**src/verilog/trace_pkg.sv**
```systemverilog
/*
 * Shared types for the retirement trace unit: retirement record, classified
 * record and packet structs, class and packet kind enums, major opcodes
 */

package trace_pkg;

  // Width of the order field carried in the retirement record
  parameter int unsigned RvfiOrderWidth = 16;

  // RISC-V major opcodes, insn[6:0]
  typedef enum logic [6:0] {
    OPC_LOAD   = 7'b0000011,
    OPC_OP_IMM = 7'b0010011,
    OPC_STORE  = 7'b0100011,
    OPC_OP     = 7'b0110011,
    OPC_BRANCH = 7'b1100011,
    OPC_JALR   = 7'b1100111,
    OPC_JAL    = 7'b1101111,
    OPC_SYSTEM = 7'b1110011
  } opcode_e;

  typedef enum logic [2:0] {
    CLS_ALU    = 3'd0,
    CLS_LOAD   = 3'd1,
    CLS_STORE  = 3'd2,
    CLS_BRANCH = 3'd3,
    CLS_JUMP   = 3'd4,
    CLS_SYSTEM = 3'd5,
    CLS_OTHER  = 3'd6
  } insn_class_e;

  typedef enum logic [2:0] {
    PKT_TRAP = 3'd0,
    PKT_JUMP = 3'd1,
    PKT_MEM  = 3'd2,
    PKT_REG  = 3'd3,
    PKT_SEQ  = 3'd4
  } pkt_kind_e;

  // One retired instruction, RVFI subset
  typedef struct packed {
    logic [RvfiOrderWidth-1:0] order;
    logic [31:0]               insn;
    logic                      trap;
    logic [31:0]               pc_rdata;
    logic [31:0]               pc_wdata;
    logic [4:0]                rd_addr;
    logic [31:0]               rd_wdata;
    logic [31:0]               mem_addr;
    logic [3:0]                mem_rmask;
    logic [3:0]                mem_wmask;
  } rvfi_rec_t;

  typedef struct packed {
    rvfi_rec_t   rec;
    insn_class_e cls;
    logic        discont;
  } classed_rec_t;

  typedef struct packed {
    pkt_kind_e   kind;
    insn_class_e cls;
    logic [7:0]  hart;
    logic [31:0] pc;
    logic [31:0] payload;
  } trace_pkt_t;

endpackage

```
**src/verilog/trace_capture.sv**
```systemverilog
/*
 * Capture stage: registers the retirement record and checks that
 * consecutive retirements carry consecutive order numbers
 */

`timescale 1ns/1ps

module trace_capture import trace_pkg::*; #(
  parameter int unsigned OrderWidth = RvfiOrderWidth
) (
  input  logic      clk_i,
  input  logic      rst_n_i,

  input  logic      rvfi_valid_i,
  input  rvfi_rec_t rvfi_i,

  output logic      cap_valid_o,
  output rvfi_rec_t cap_rec_o,
  output logic      order_err_o
);

  logic                  cap_valid_q;
  rvfi_rec_t             cap_rec_q;
  logic [OrderWidth-1:0] last_order_q;
  logic                  seen_q;
  logic                  order_err_q;

  logic [OrderWidth-1:0] exp_order;
  logic                  order_skip;

  // Next order wraps modulo 2**OrderWidth
  assign exp_order  = last_order_q + OrderWidth'(1);

  // First record after reset has nothing to compare against
  assign order_skip = rvfi_valid_i && seen_q &&
                      (rvfi_i.order[OrderWidth-1:0] != exp_order);

  always_ff @(posedge clk_i or negedge rst_n_i) begin
    if (!rst_n_i) begin
      cap_valid_q  <= 1'b0;
      last_order_q <= '0;
      seen_q       <= 1'b0;
      order_err_q  <= 1'b0;
    end else begin
      cap_valid_q <= rvfi_valid_i;
      if (rvfi_valid_i) begin
        last_order_q <= rvfi_i.order[OrderWidth-1:0];
        seen_q       <= 1'b1;
      end
      // Sticky until reset
      if (order_skip) begin
        order_err_q <= 1'b1;
      end
    end
  end

  always_ff @(posedge clk_i) begin
    if (rvfi_valid_i) begin
      cap_rec_q <= rvfi_i;
    end
  end

  assign cap_valid_o = cap_valid_q;
  assign cap_rec_o   = cap_rec_q;
  assign order_err_o = order_err_q;

endmodule

```
**src/verilog/trace_classify.sv**
```systemverilog
/*
 * Classify stage: maps the major opcode to an instruction class and
 * flags control-flow discontinuity
 */

`timescale 1ns/1ps

module trace_classify import trace_pkg::*; (
  input  logic         clk_i,
  input  logic         rst_n_i,

  input  logic         cap_valid_i,
  input  rvfi_rec_t    cap_rec_i,

  output logic         cls_valid_o,
  output classed_rec_t cls_rec_o
);

  logic         cls_valid_q;
  classed_rec_t cls_rec_q;

  logic [6:0]   opcode;
  insn_class_e  cls_d;
  logic [31:0]  seq_pc;
  logic         discont_d;
  classed_rec_t cls_rec_d;

  assign opcode = cap_rec_i.insn[6:0];

  always_comb begin
    cls_d = CLS_OTHER;
    case (opcode)
      OPC_OP,
      OPC_OP_IMM: begin
        cls_d = CLS_ALU;
      end
      OPC_LOAD: begin
        cls_d = CLS_LOAD;
      end
      OPC_STORE: begin
        cls_d = CLS_STORE;
      end
      OPC_BRANCH: begin
        cls_d = CLS_BRANCH;
      end
      OPC_JAL,
      OPC_JALR: begin
        cls_d = CLS_JUMP;
      end
      OPC_SYSTEM: begin
        cls_d = CLS_SYSTEM;
      end
      default: begin
        cls_d = CLS_OTHER;
      end
    endcase
  end

  // Anything other than a plain fall-through counts as a discontinuity
  assign seq_pc    = cap_rec_i.pc_rdata + 32'd4;
  assign discont_d = (cap_rec_i.pc_wdata != seq_pc);

  always_comb begin
    cls_rec_d.rec     = cap_rec_i;
    cls_rec_d.cls     = cls_d;
    cls_rec_d.discont = discont_d;
  end

  always_ff @(posedge clk_i or negedge rst_n_i) begin
    if (!rst_n_i) begin
      cls_valid_q <= 1'b0;
    end else begin
      cls_valid_q <= cap_valid_i;
    end
  end

  always_ff @(posedge clk_i) begin
    if (cap_valid_i) begin
      cls_rec_q <= cls_rec_d;
    end
  end

  assign cls_valid_o = cls_valid_q;
  assign cls_rec_o   = cls_rec_q;

endmodule

```
**src/verilog/trace_encode.sv**
```systemverilog
/*
 * Encode stage: picks the packet kind and payload by priority, tags the
 * packet with the hart id and counts retirements
 */

`timescale 1ns/1ps

module trace_encode import trace_pkg::*; (
  input  logic         clk_i,
  input  logic         rst_n_i,

  input  logic [7:0]   hart_id_i,

  input  logic         cls_valid_i,
  input  classed_rec_t cls_rec_i,

  output logic         trace_valid_o,
  output trace_pkt_t   trace_pkt_o,
  output logic [31:0]  retired_cnt_o
);

  logic        trace_valid_q;
  trace_pkt_t  trace_pkt_q;
  logic [31:0] retired_cnt_q;

  rvfi_rec_t   rec;
  logic        mem_access;
  logic        rd_write;
  pkt_kind_e   kind_d;
  logic [31:0] payload_d;
  trace_pkt_t  pkt_d;

  assign rec        = cls_rec_i.rec;
  assign mem_access = (|rec.mem_rmask) || (|rec.mem_wmask);
  assign rd_write   = (rec.rd_addr != 5'd0);

  // Trap wins over everything, then jumps, memory, register writes
  always_comb begin
    if (rec.trap) begin
      kind_d    = PKT_TRAP;
      payload_d = rec.insn;
    end else if (cls_rec_i.discont) begin
      kind_d    = PKT_JUMP;
      payload_d = rec.pc_wdata;
    end else if (mem_access) begin
      kind_d    = PKT_MEM;
      payload_d = rec.mem_addr;
    end else if (rd_write) begin
      kind_d    = PKT_REG;
      payload_d = rec.rd_wdata;
    end else begin
      kind_d    = PKT_SEQ;
      payload_d = rec.insn;
    end
  end

  always_comb begin
    pkt_d.kind    = kind_d;
    pkt_d.cls     = cls_rec_i.cls;
    pkt_d.hart    = hart_id_i;
    pkt_d.pc      = rec.pc_rdata;
    pkt_d.payload = payload_d;
  end

  always_ff @(posedge clk_i or negedge rst_n_i) begin
    if (!rst_n_i) begin
      trace_valid_q <= 1'b0;
      retired_cnt_q <= 32'd0;
    end else begin
      trace_valid_q <= cls_valid_i;
      // Counter moves together with the packet it counts
      if (cls_valid_i) begin
        retired_cnt_q <= retired_cnt_q + 32'd1;
      end
    end
  end

  always_ff @(posedge clk_i) begin
    if (cls_valid_i) begin
      trace_pkt_q <= pkt_d;
    end
  end

  assign trace_valid_o = trace_valid_q;
  assign trace_pkt_o   = trace_pkt_q;
  assign retired_cnt_o = retired_cnt_q;

endmodule

```
**src/verilog/trace_top.sv**
```systemverilog
/*
 * Retirement trace unit top: capture, classify and encode stages in a chain
 */

`timescale 1ns/1ps

module trace_top import trace_pkg::*; #(
  parameter int unsigned OrderWidth = RvfiOrderWidth
) (
  input  logic        clk_i,
  input  logic        rst_n_i,

  input  logic [7:0]  hart_id_i,

  // Retirement record from the core
  input  logic        rvfi_valid_i,
  input  rvfi_rec_t   rvfi_i,

  // Trace packets
  output logic        trace_valid_o,
  output trace_pkt_t  trace_pkt_o,

  output logic        order_err_o,
  output logic [31:0] retired_cnt_o
);

  logic         cap_valid;
  rvfi_rec_t    cap_rec;
  logic         cls_valid;
  classed_rec_t cls_rec;

  trace_capture #(
    .OrderWidth ( OrderWidth )
  ) u_capture (
    .clk_i,
    .rst_n_i,
    .rvfi_valid_i,
    .rvfi_i,
    .cap_valid_o ( cap_valid ),
    .cap_rec_o   ( cap_rec   ),
    .order_err_o
  );

  trace_classify u_classify (
    .clk_i,
    .rst_n_i,
    .cap_valid_i ( cap_valid ),
    .cap_rec_i   ( cap_rec   ),
    .cls_valid_o ( cls_valid ),
    .cls_rec_o   ( cls_rec   )
  );

  trace_encode u_encode (
    .clk_i,
    .rst_n_i,
    .hart_id_i,
    .cls_valid_i ( cls_valid ),
    .cls_rec_i   ( cls_rec   ),
    .trace_valid_o,
    .trace_pkt_o,
    .retired_cnt_o
  );

endmodule
```
**config.mk**
```make
export PLATFORM = sky130hd
export DESIGN_NAME = trace_top
export DESIGN_NICKNAME = d
export VERILOG_FILES = /design/src/verilog/trace_pkg.sv /design/src/verilog/trace_capture.sv /design/src/verilog/trace_classify.sv /design/src/verilog/trace_encode.sv /design/src/verilog/trace_top.sv
export SDC_FILE = /design/constraint.sdc
export NUM_CORES = 1
export LEC_CHECK = 0
export BUFFER_PORTS_ARGS = -buffer_cell sky130_fd_sc_hd__buf_2
export CORE_ASPECT_RATIO = 1.2
export CORE_MARGIN = 3
export CORE_UTILIZATION = 55
export CTS_BUF_LIST = sky130_fd_sc_hd__clkbuf_2
export DETAILED_ROUTE_END_ITERATION = 8
export PLACE_DENSITY = 0.79
export SLEW_MARGIN = 5
export SYNTH_ARGS = -nofsm -noshare
export SYNTH_HDL_FRONTEND = slang
export SYNTH_SLANG_ARGS = --single-unit
```
**constraint.sdc**
```tcl
create_clock -name clk_i -period 8.55 [get_ports clk_i]
set_clock_uncertainty 0.05 [all_clocks]
set_input_delay 1.71 -clock clk_i [delete_from_list [all_inputs] [get_ports clk_i]]
set_output_delay 1.71 -clock clk_i [all_outputs]
set_load 0.005 [all_outputs]
```
==> flow_summary.json, run 1 <==
{
  "final_cell_mix": "edfxtp_1, buf_2, clkbuf_2",
  "start_kind": "flop",
  "power_frac_comb_pct": 6.9,
  "async_reset_ff_share_pct": 11.0,
  "cts_tree": "done",
  "htreeDepth": 3,
  "cts-resized-gates": 0,
  "clk_pin_slew_ns": 0.11,
  "final_cell_area_sq_mm": 0.0208,
  "routabilityCongestion": 0.866,
  "wl_mm": 35.3,
  "crit_type": "flop to output pin",
  "yosysSeqAreaShare_pct": 80.5,
  "synth.net_count": 1239,
  "cp.arrival_ns": 1.58,
  "dp_hpwl_mm": 24.0,
  "post-route-period-util_pct": 39.0,
  "first_global_vias": 10324,
  "cp_max_fo": 1,
  "syn_area_sq_mm": 0.0177,
  "timing.fmax_mhz": 300,
  "layout-drive-gt1-share_pct": 33.9,
  "hp-class": "flop to flop",
  "synth.avg_cell_area_sq_um": 17.1,
  "finalSetupTns_ns": 0,
  "hold_depth": 0,
  "final_common_cell": "edfxtp_1",
  "power.density_mw_per_mm2": 223,
  "io_buffer_count": 312,
  "power_w": 0.00464,
  "die_w_microns": 170,
  "cts_made_buffers": 109,
  "grt_max_degree": 83,
  "vias": 10334,
  "synth_edf_count": 430,
  "switchingPower_w": 0.00113,
  "routedWlPerCell_microns": 18.3,
  "grt_pass1_wl_mm": 53.8,
  "dpl_cell_area_sq_mm": 0.0197,
  "worstHoldStart": "u_capture.cap_rec_o[50]",
  "row_count": 71,
  "crit_buf_inv": 1,
  "slew_headroom_pct": 31.5,
  "layout_min_cycle_time_ns": 3.34,
  "ant_nets": 0,
  "dr.pass1.iters": 6,
  "nNetsFinal": 1644,
  "netlist_instances": 1035,
  "r2r_end": "u_classify.cls_rec_o[0]",
  "setup_viol": 0,
  "cts.sinks": 483,
  "syn_to_final_growth_pct": 17.4,
  "track_usage_pct": 20.4,
  "critPathMaxStageDelay_ns": 0.45,
  "slowest_stage": "edfxtp_1",
  "root_buffer": "clkbuf_2",
  "die_h_microns": 202,
  "ir_drop_v": 0.000162,
  "swShare_pct": 24.3,
  "p_leak_nw": 8.15,
  "postCtsSetupRepairBufs": 0,
  "start_util_pct": 56.1,
  "nFillCells": 2214,
  "drt_iter0_markers": 732,
  "cts_buffer_depth": 3,
  "hold_path_end": "u_classify.cls_rec_o[54]",
  "ys_warn_count": 0,
  "via_per_inst": 5.36,
  "ys_ff_latch": 483,
  "antenna_found_initial": 5,
  "synth_cell_types": 63,
  "drv_cap": 0,
  "worstPathRequired_ns": 6.79,
  "synth_flop_cell": "edfxtp_1",
  "io_pins": 313,
  "p_clk_share_pct": 30.3,
  "status": "finished, final reports clean",
  "reg2reg_from": "u_capture.cap_rec_o[114]",
  "clock_latency_ns": 0.96,
  "crit_chain": "buf_2",
  "grt_overflow": 0,
  "p_seq_share_pct": 62.8,
  "grt_setup_unrepaired": "false",
  "final_max_slew_viol_count": 0,
  "tightest_slew_ns": 1.02,
  "postCtsHoldBufs": 0,
  "core_sq_mm": 0.0315,
  "hold_viol_final": 0,
  "crit_family": "flip-flops",
  "ff2ff_path_depth": 7,
  "die-area_sq_mm": 0.0343,
  "p_int_w": 0.00351,
  "drcViolationCount": 0,
  "r2r_slack_ns": 5.63,
  "endpoint_kind": "output pin"
}
[sequential cells by signal, indices dropped and copies added (netlist names), 16 cells and up]
signal                  cells
u_capture.cap_rec_o       174
u_classify.cls_rec_o      178
u_encode.trace_pkt_o       78
u_capture.last_order_q     16
u_encode.retired_cnt_o     32
[worst max path at each step]
stage | start | to | slack [ns] | cells after the start
2_1_floorplan | u_capture.cap_valid_o | u_classify.cls_rec_o[0] | 4.05 | 0
3_3_place_gp | rvfi_valid_i | u_capture.cap_rec_o[27] | 5.07 | 2
3_5_place_dp | rvfi_valid_i | u_capture.cap_rec_o[28] | 5.01 | 2
4_1_cts | u_encode.trace_pkt_o[10] | trace_pkt_o[10] | 5.12 | 1
5_1_grt | u_encode.retired_cnt_o[24] | retired_cnt_o[24] | 5.09 | 1
6_report | u_encode.trace_pkt_o[10] | trace_pkt_o[10] | 5.21 | 1
[power by group through the flow]
stage                     combinational, W  sequential, W  clock, W
after global placement            0.000313        0.00296         0
after CTS                         0.000326        0.00291   0.00146
final                             0.000322        0.00291   0.00140
after floorplan                   0.000156        0.00294         0
after detailed placement          0.000325        0.00297         0
after global routing              0.000361        0.00293   0.00158
[layer usage]
| metal | part of all wire [%] | GRT usage [%] | vias up |
|---|---|---|---|
| li1 | - | - | 4878 |
| met1 | 39 | 26.2 | 4916 |
| met2 | 50 | 33.5 | 458 |
| met3 | 8.5 | 5.46 | 76 |
| met4 | 2.6 | 8.01 | 6 |
| met5 | 0.11 | 0 | - |
[per-stage QoR]
stage	util [%]	worst slack, ns	hold WS (ns)	std cells
after CTS	65.8	5.12	0.356	1922
final	65.8	5.21	0.352	1928
after floorplan	-	4.05	0.350	1035
after global routing	65.8	5.09	0.371	1924
after detailed placement	62.6	5.01	0.355	1730
after global placement	62.6	5.07	0.351	1730
[layout make-up]
| cell class | count | area [sq um] | area share (%) |
|---|---|---|---|
| diodes | 6 | 15.0 | 0.0723 |
| well taps | 401 | 502 | 2.42 |
| clock buffers | 149 | 746 | 3.59 |
| inverters | 12 | 45.0 | 0.217 |
| clock inverters | 43 | 254 | 1.22 |
| flip-flops and latches | 483 | 14200 | 68.6 |
| repair buffers | 322 | 1650 | 7.93 |
| multi-input cells | 512 | 3300 | 15.9 |
[cell families (layout without fill, tap and decap cells)]
logic type      count (synthesis)  after routing  synth area share, %
buf+inv                        40            526                0.934
simple gates                  254            254                 7.38
flops                         483            483                 80.5
xor+xnor                       88             88                 4.36
fa+ha+maj                       3              3                0.212
mux                            24             24                 1.49
compound gates                143            143                 5.08
other cells                     0              6                    0
[synthesized netlist by cell type (all sizes together), types with 9 or more instances]
| master | n | area (sq um) |
|---|---|---|
| clkbuf | 21 | 78.8 |
| nor3 | 14 | 85.1 |
| nand3 | 28 | 145 |
| nand4 | 17 | 113 |
| a21oi | 43 | 215 |
| a22oi | 34 | 255 |
| and4 | 9 | 81.3 |
| o21ai | 37 | 185 |
| nand2 | 69 | 267 |
| nor2 | 61 | 229 |
| nor4 | 11 | 68.8 |
| dfrtp | 53 | 1330 |
| edfxtp | 430 | 12900 |
| inv | 12 | 45.0 |
| xor2 | 28 | 245 |
| and3 | 19 | 119 |
| mux2 | 19 | 214 |
| xnor2 | 60 | 526 |
Power figures use the tool's default switching activity.
==> run 2: changes to the inputs <==
--- a/config.mk
+++ b/config.mk
@@ -8,10 +8,10 @@
 export BUFFER_PORTS_ARGS = -buffer_cell sky130_fd_sc_hd__buf_2
 export CORE_ASPECT_RATIO = 1.2
 export CORE_MARGIN = 3
-export CORE_UTILIZATION = 55
+export CORE_UTILIZATION = 52
 export CTS_BUF_LIST = sky130_fd_sc_hd__clkbuf_2
 export DETAILED_ROUTE_END_ITERATION = 8
-export PLACE_DENSITY = 0.79
+export PLACE_DENSITY = 0.78
 export SLEW_MARGIN = 5
 export SYNTH_ARGS = -nofsm -noshare
 export SYNTH_HDL_FRONTEND = slang
==> constraint.sdc (replaced) <==
create_clock -name clk_i -period 2.94 [get_ports clk_i]
set_clock_uncertainty 0.05 [all_clocks]
set_input_delay 0.588 -clock clk_i [delete_from_list [all_inputs] [get_ports clk_i]]
set_output_delay 0.588 -clock clk_i [all_outputs]
set_load 0.005 [all_outputs]
==> flow_summary.json, run 2 (synthesis results as in run 1) <==
{
  "drt_iter0_markers": 845,
  "timing.fmax_mhz": 383,
  "r2r_end": "u_classify.cls_rec_o[0]",
  "dp_hpwl_mm": 26.3,
  "hold_path_end": "u_capture.cap_rec_o[27]",
  "crit_buf_inv": 0,
  "p_int_w": 0.0106,
  "grt_setup_unrepaired": "false",
  "worstHoldStart": "rvfi_valid_i",
  "nFillCells": 2186,
  "hp-class": "input pin to flop",
  "cts_tree": "done",
  "power_w": 0.0141,
  "p_seq_share_pct": 60.2,
  "row_count": 73,
  "hold_viol_final": 0,
  "swShare_pct": 25.3,
  "slowest_stage": "nor2_1",
  "nNetsFinal": 1855,
  "cts_made_buffers": 110,
  "final_common_cell": "edfxtp_1",
  "routabilityCongestion": 0.849,
  "r2r_slack_ns": 0.33,
  "crit_type": "flop to flop",
  "critPathMaxStageDelay_ns": 0.51,
  "hold_depth": 1,
  "start_kind": "flop",
  "crit_top_cell": "nor2_1",
  "syn_to_final_growth_pct": 30.1,
  "crit_cells": 8,
  "power_frac_comb_pct": 8.6,
  "die_h_microns": 208,
  "die_w_microns": 174,
  "wl_mm": 44.6,
  "slew_headroom_pct": 33.9,
  "cp.arrival_ns": 3.26,
  "setup_viol": 0,
  "post-route-util_pct": 69.0,
  "cp_max_fo": 10,
  "crit_family": "simple AND/OR/NAND/NOR gates",
  "grt_overflow": 0,
  "worstPathRequired_ns": 3.59,
  "post-route-period-util_pct": 88.8,
  "largest_register_ffs": 178,
  "ant_nets": 0,
  "switchingPower_w": 0.00357,
  "ir_drop_v": 0.000473,
  "status": "finished, final reports clean",
  "power.density_mw_per_mm2": 614,
  "antenna_found_initial": 2,
  "endpoint_kind": "flop",
  "start_util_pct": 53.0,
  "cts_buffer_depth": 3,
  "layout-drive-gt1-share_pct": 31.3,
  "grt_pass1_wl_mm": 67.9,
  "cts-resized-gates": 0,
  "htreeDepth": 3,
  "multi_input_area_sq_mm": 0.00330,
  "ff2ff_path_depth": 8,
  "vias": 11627,
  "finalSetupTns_ns": 0,
  "via_per_inst": 5.32,
  "clk_pin_slew_ns": 0.12,
  "drcViolationCount": 0,
  "reg2reg_from": "u_capture.cap_rec_o[111]",
  "die-area_sq_mm": 0.0363,
  "track_usage_pct": 24.5,
  "dr.pass1.iters": 5,
  "clock_latency_ns": 0.95,
  "final_max_slew_viol_count": 0,
  "seq_area_sq_mm": 0.0142,
  "layout_min_cycle_time_ns": 2.61,
  "io_buffer_count": 312,
  "final_cell_mix": "edfxtp_1, buf_2, dlygate4sd3_1",
  "root_buffer": "clkbuf_2",
  "p_leak_nw": 9.11,
  "routedWlPerCell_microns": 20.4,
  "crit_chain": "ha_1 > nand4_2 > nor2_1 > nand4_1 > mux2i_1 > nor2_1 > a32oi_1 > nand4b_1",
  "cts.sinks": 483,
  "core_sq_mm": 0.0333,
  "p_clk_share_pct": 31.2,
  "tightest_slew_ns": 0.992,
  "drv_cap": 0,
  "grt_max_degree": 65,
  "first_global_vias": 12388,
  "io_pins": 313
}
## run 2: changes by cell type in the layout (fill, tap and decap cells not counted), moves of 2 or more
cell,before,now
clkinv_2,5,7
clkbuf_2,149,158
buf_4,10,16
clkinv_1,32,18
dlygate4sd3_1,0,199
buf_12,0,5
diode_2,6,3
## run 2: worst max-delay path by stage
stage | start | endpoint
2_1_floorplan | u_classify.cls_valid_o | u_encode.retired_cnt_o[31]
6_report | u_capture.cap_rec_o[111] | u_classify.cls_rec_o[0]
4_1_cts | u_capture.cap_rec_o[111] | u_classify.cls_rec_o[0]
3_3_place_gp | u_capture.cap_rec_o[111] | u_classify.cls_rec_o[0]
3_5_place_dp | u_capture.cap_rec_o[111] | u_classify.cls_rec_o[0]
5_1_grt | u_capture.cap_rec_o[111] | u_classify.cls_rec_o[0]
## run 2: what timing repair did
| item | CTS | global route |
|---|---|---|
| hold buffers | 199 | 0 |
| buffers inserted | 0 | 0 |
| hold endpoints to repair | 226 | 0 |
## run 2: worst register-to-register path: stages (launching register included)
cell and delay, ns:
edfxtp_1 0.48, ha_1 0.27, nand4_2 0.17, nor2_1 0.51, nand4_1 0.26, mux2i_1 0.21
nor2_1 0.07, a32oi_1 0.19, nand4b_1 0.12
## run 2: stage by stage
step	cell area, sq um	hold slack, ns	instances	worst slack [ns]
after global placement	19900	0.351	1790	0.560
after detailed placement	19900	0.355	1790	0.414
after floorplan	17700	0.242	1035	0.0722
final	23000	0.134	2184	0.329
after global routing	23000	0.0435	2184	0.127
after CTS	23000	0.0552	2181	0.418
## run 2: cell type report
type,instances,share of cell area [%]
clock inverters,34,1.13
repair buffers,532,16.4
well taps,450,2.45
multi-input cells,512,14.4
clock buffers,158,3.44
diodes,3,0.0326
inverters,12,0.196
flip-flops and latches,483,62.0
## run 2: metal layers
metal | part of all wire (%) | track usage [%] | wire, microns | vias up
met1 | 37 | 29.1 | 16400 | 5595
met3 | 8.8 | 7.16 | 3910 | 109
li1 | - | - | - | 5277
met5 | 0 | 0 | 0 | -
met2 | 51 | 41.6 | 22600 | 646
met4 | 3.8 | 10.8 | 1690 | 0
## run 2: power by group through the flow
stage / clock network, W / logic [W] / registers [W]
final: 0.00441 / 0.00121 / 0.00850
after global routing: 0.00492 / 0.00131 / 0.00856
after CTS: 0.00441 / 0.00117 / 0.00849
after detailed placement: 0 / 0.000962 / 0.00864
after global placement: 0 / 0.000931 / 0.00862
after floorplan: 0 / 0.000452 / 0.00855
==> run 3: changes to the inputs <==
--- a/config.mk
+++ b/config.mk
@@ -8,10 +8,10 @@
 export BUFFER_PORTS_ARGS = -buffer_cell sky130_fd_sc_hd__buf_2
 export CORE_ASPECT_RATIO = 1.2
 export CORE_MARGIN = 3
-export CORE_UTILIZATION = 52
+export CORE_UTILIZATION = 55
 export CTS_BUF_LIST = sky130_fd_sc_hd__clkbuf_2
 export DETAILED_ROUTE_END_ITERATION = 8
-export PLACE_DENSITY = 0.78
+export PLACE_DENSITY = 0.79
 export SLEW_MARGIN = 5
 export SYNTH_ARGS = -nofsm -noshare
 export SYNTH_HDL_FRONTEND = slang
==> constraint.sdc (replaced) <==
create_clock -name clk_i -period 2.75 [get_ports clk_i]
set_clock_uncertainty 0.05 [all_clocks]
set_input_delay 0.55 -clock clk_i [delete_from_list [all_inputs] [get_ports clk_i]]
set_output_delay 0.55 -clock clk_i [all_outputs]
set_load 0.005 [all_outputs]
==> flow_summary.json, run 3 (synthesis results as in run 1) <==
{
  "routabilityCongestion": 0.820,
  "die_w_microns": 170,
  "root_buffer": "clkbuf_2",
  "cts_tree": "done",
  "antenna_found_initial": 2,
  "power.density_mw_per_mm2": 647,
  "drcViolationCount": 0,
  "endpoint_kind": "flop",
  "final_max_slew_viol_count": 0,
  "final_common_cell": "edfxtp_1",
  "largest_register_ffs": 178,
  "track_usage_pct": 25.3,
  "dp_cells": 1745,
  "hp-class": "input pin to flop",
  "via_per_inst": 5.42,
  "core_sq_mm": 0.0315,
  "pre_cts_ws_ns": 0.320,
  "cp.arrival_ns": 3.09,
  "dp_hpwl_mm": 25.2,
  "grt_setup_unrepaired": "false",
  "crit_buf_inv": 0,
  "crit_type": "flop to flop",
  "fin_hold_ws_ns": 0.123,
  "postCtsSetupRepairBufs": 0,
  "first_global_vias": 12323,
  "cts_made_buffers": 108,
  "worstPathRequired_ns": 3.42,
  "nFillCells": 1941,
  "grt_max_degree": 84,
  "wl_mm": 43.4,
  "final_cell_mix": "edfxtp_1, buf_2, dlygate4sd3_1",
  "grt_pass1_wl_mm": 66.5,
  "hold_viol_final": 0,
  "clk_pin_slew_ns": 0.15,
  "start_util_pct": 56.1,
  "cts-resized-gates": 0,
  "cts.sinks": 483,
  "crit_chain": "ha_1 > nand4_2 > or2_0 > nor4b_1 > o311ai_1 > a32oi_1 > and3_1 > nand4b_1",
  "layout-drive-gt1-share_pct": 30.9,
  "tightest_slew_ns": 1.18,
  "ant_nets": 0,
  "die-area_sq_mm": 0.0343,
  "final_cell_count_no_fill": 2141,
  "ir_drop_v": 0.000486,
  "routedWlPerCell_microns": 20.3,
  "slowest_stage": "edfxtp_1",
  "cts_buffer_depth": 3,
  "io_pins": 313,
  "grt_overflow": 0,
  "cp_max_fo": 6,
  "critPathMaxStageDelay_ns": 0.46,
  "htreeDepth": 3,
  "layout_setup_ws_ns": 0.327,
  "status": "finished, final reports clean",
  "syn_to_final_growth_pct": 29.8,
  "clock_latency_ns": 0.99,
  "vias": 11595,
  "die_h_microns": 202,
  "nNetsFinal": 1859,
  "p_leak_nw": 9.09,
  "drv_cap": 0,
  "dr.pass1.iters": 5,
  "io_buffer_count": 312,
  "start_kind": "flop",
  "row_count": 71,
  "timing.fmax_mhz": 413,
  "setup_viol": 0,
  "crit_family": "simple AND/OR/NAND/NOR gates",
  "drt_iter0_markers": 1105,
  "post-route-period-util_pct": 88.1,
  "slew_headroom_pct": 21.6,
  "layout_min_cycle_time_ns": 2.42
}
-- run 3: cell count changes in the layout (fill, tap and decap cells not counted), moves of 2 or more --
cell	previous run	this run
buf_12	5	8
diode_2	3	1
inv_6	1	3
clkinv_2	7	5
bufinv_16	4	1
clkinv_1	18	31
buf_4	16	18
clkbuf_2	158	150
-- run 3: final cells by class --
cell class / count / area [sq um] / share of cell area, %
Tap cell: 401 / 502 / 2.19
Clock inverter: 44 / 230 / 1.00
Inverter: 12 / 45.0 / 0.196
Timing Repair Buffer: 538 / 3870 / 16.9
Multi-Input combinational cell: 512 / 3310 / 14.4
Antenna cell: 1 / 2.50 / 0.0109
Clock buffer: 150 / 751 / 3.27
Sequential cell: 483 / 14200 / 62.1
-- run 3: final timing paths --
| path | start | endpoint | slack (ns) | cells past startpoint |
|---|---|---|---|---|
| setup / recovery | u_capture.cap_rec_o[111] | u_classify.cls_rec_o[0] | 0.33 | 8 |
| hold / removal | rvfi_valid_i | u_capture.cap_rec_o[93] | 0.12 | 1 |
| setup reg to reg | u_capture.cap_rec_o[111] | u_classify.cls_rec_o[0] | 0.33 | 8 |
| hold reg to reg | u_capture.cap_rec_o[166] | u_classify.cls_rec_o[170] | 0.35 | 0 |
| max in group asynchronous | rst_n_i | u_encode.retired_cnt_o[27] | 1.56 | 5 |
| min in group asynchronous | rst_n_i | u_encode.retired_cnt_o[1] | 0.61 | 4 |
-- run 3: through the flow --
stage / power, W / area (sq um) / setup TNS (ns) / utilization (%)
final: 0.0148 / 23000 / 0 / 72.8
after global routing: 0.0155 / 23000 / 0 / 72.8
after CTS: 0.0148 / 22900 / 0 / 72.8
after detailed placement: 0.0103 / 19900 / 0 / 63.2
after global placement: 0.0102 / 19900 / 0 / 63.2
after floorplan: 0.00962 / 17700 / -0.273 / -
-- run 3: repair_timing --
item	CTS	global route
hold endpoints to repair	240	0
hold buffers	201	0
endpoints found under the setup margin	0	0
-- run 3: power breakdown --
group          internal [W]  total (W)  switching, W
Sequential          0.00869    0.00906      0.000372
Clock               0.00161    0.00447       0.00286
Combinational      0.000676    0.00131      0.000638
Total                0.0110     0.0148       0.00387
-- run 3: routing by layer --
metal | vias up | wire (microns) | track usage (%)
met5 | - | 7 | 0
met2 | 640 | 22800 | 44.6
met4 | 2 | 1080 | 9.73
li1 | 5284 | - | -
met1 | 5592 | 15900 | 30.3
met3 | 77 | 3650 | 5.75
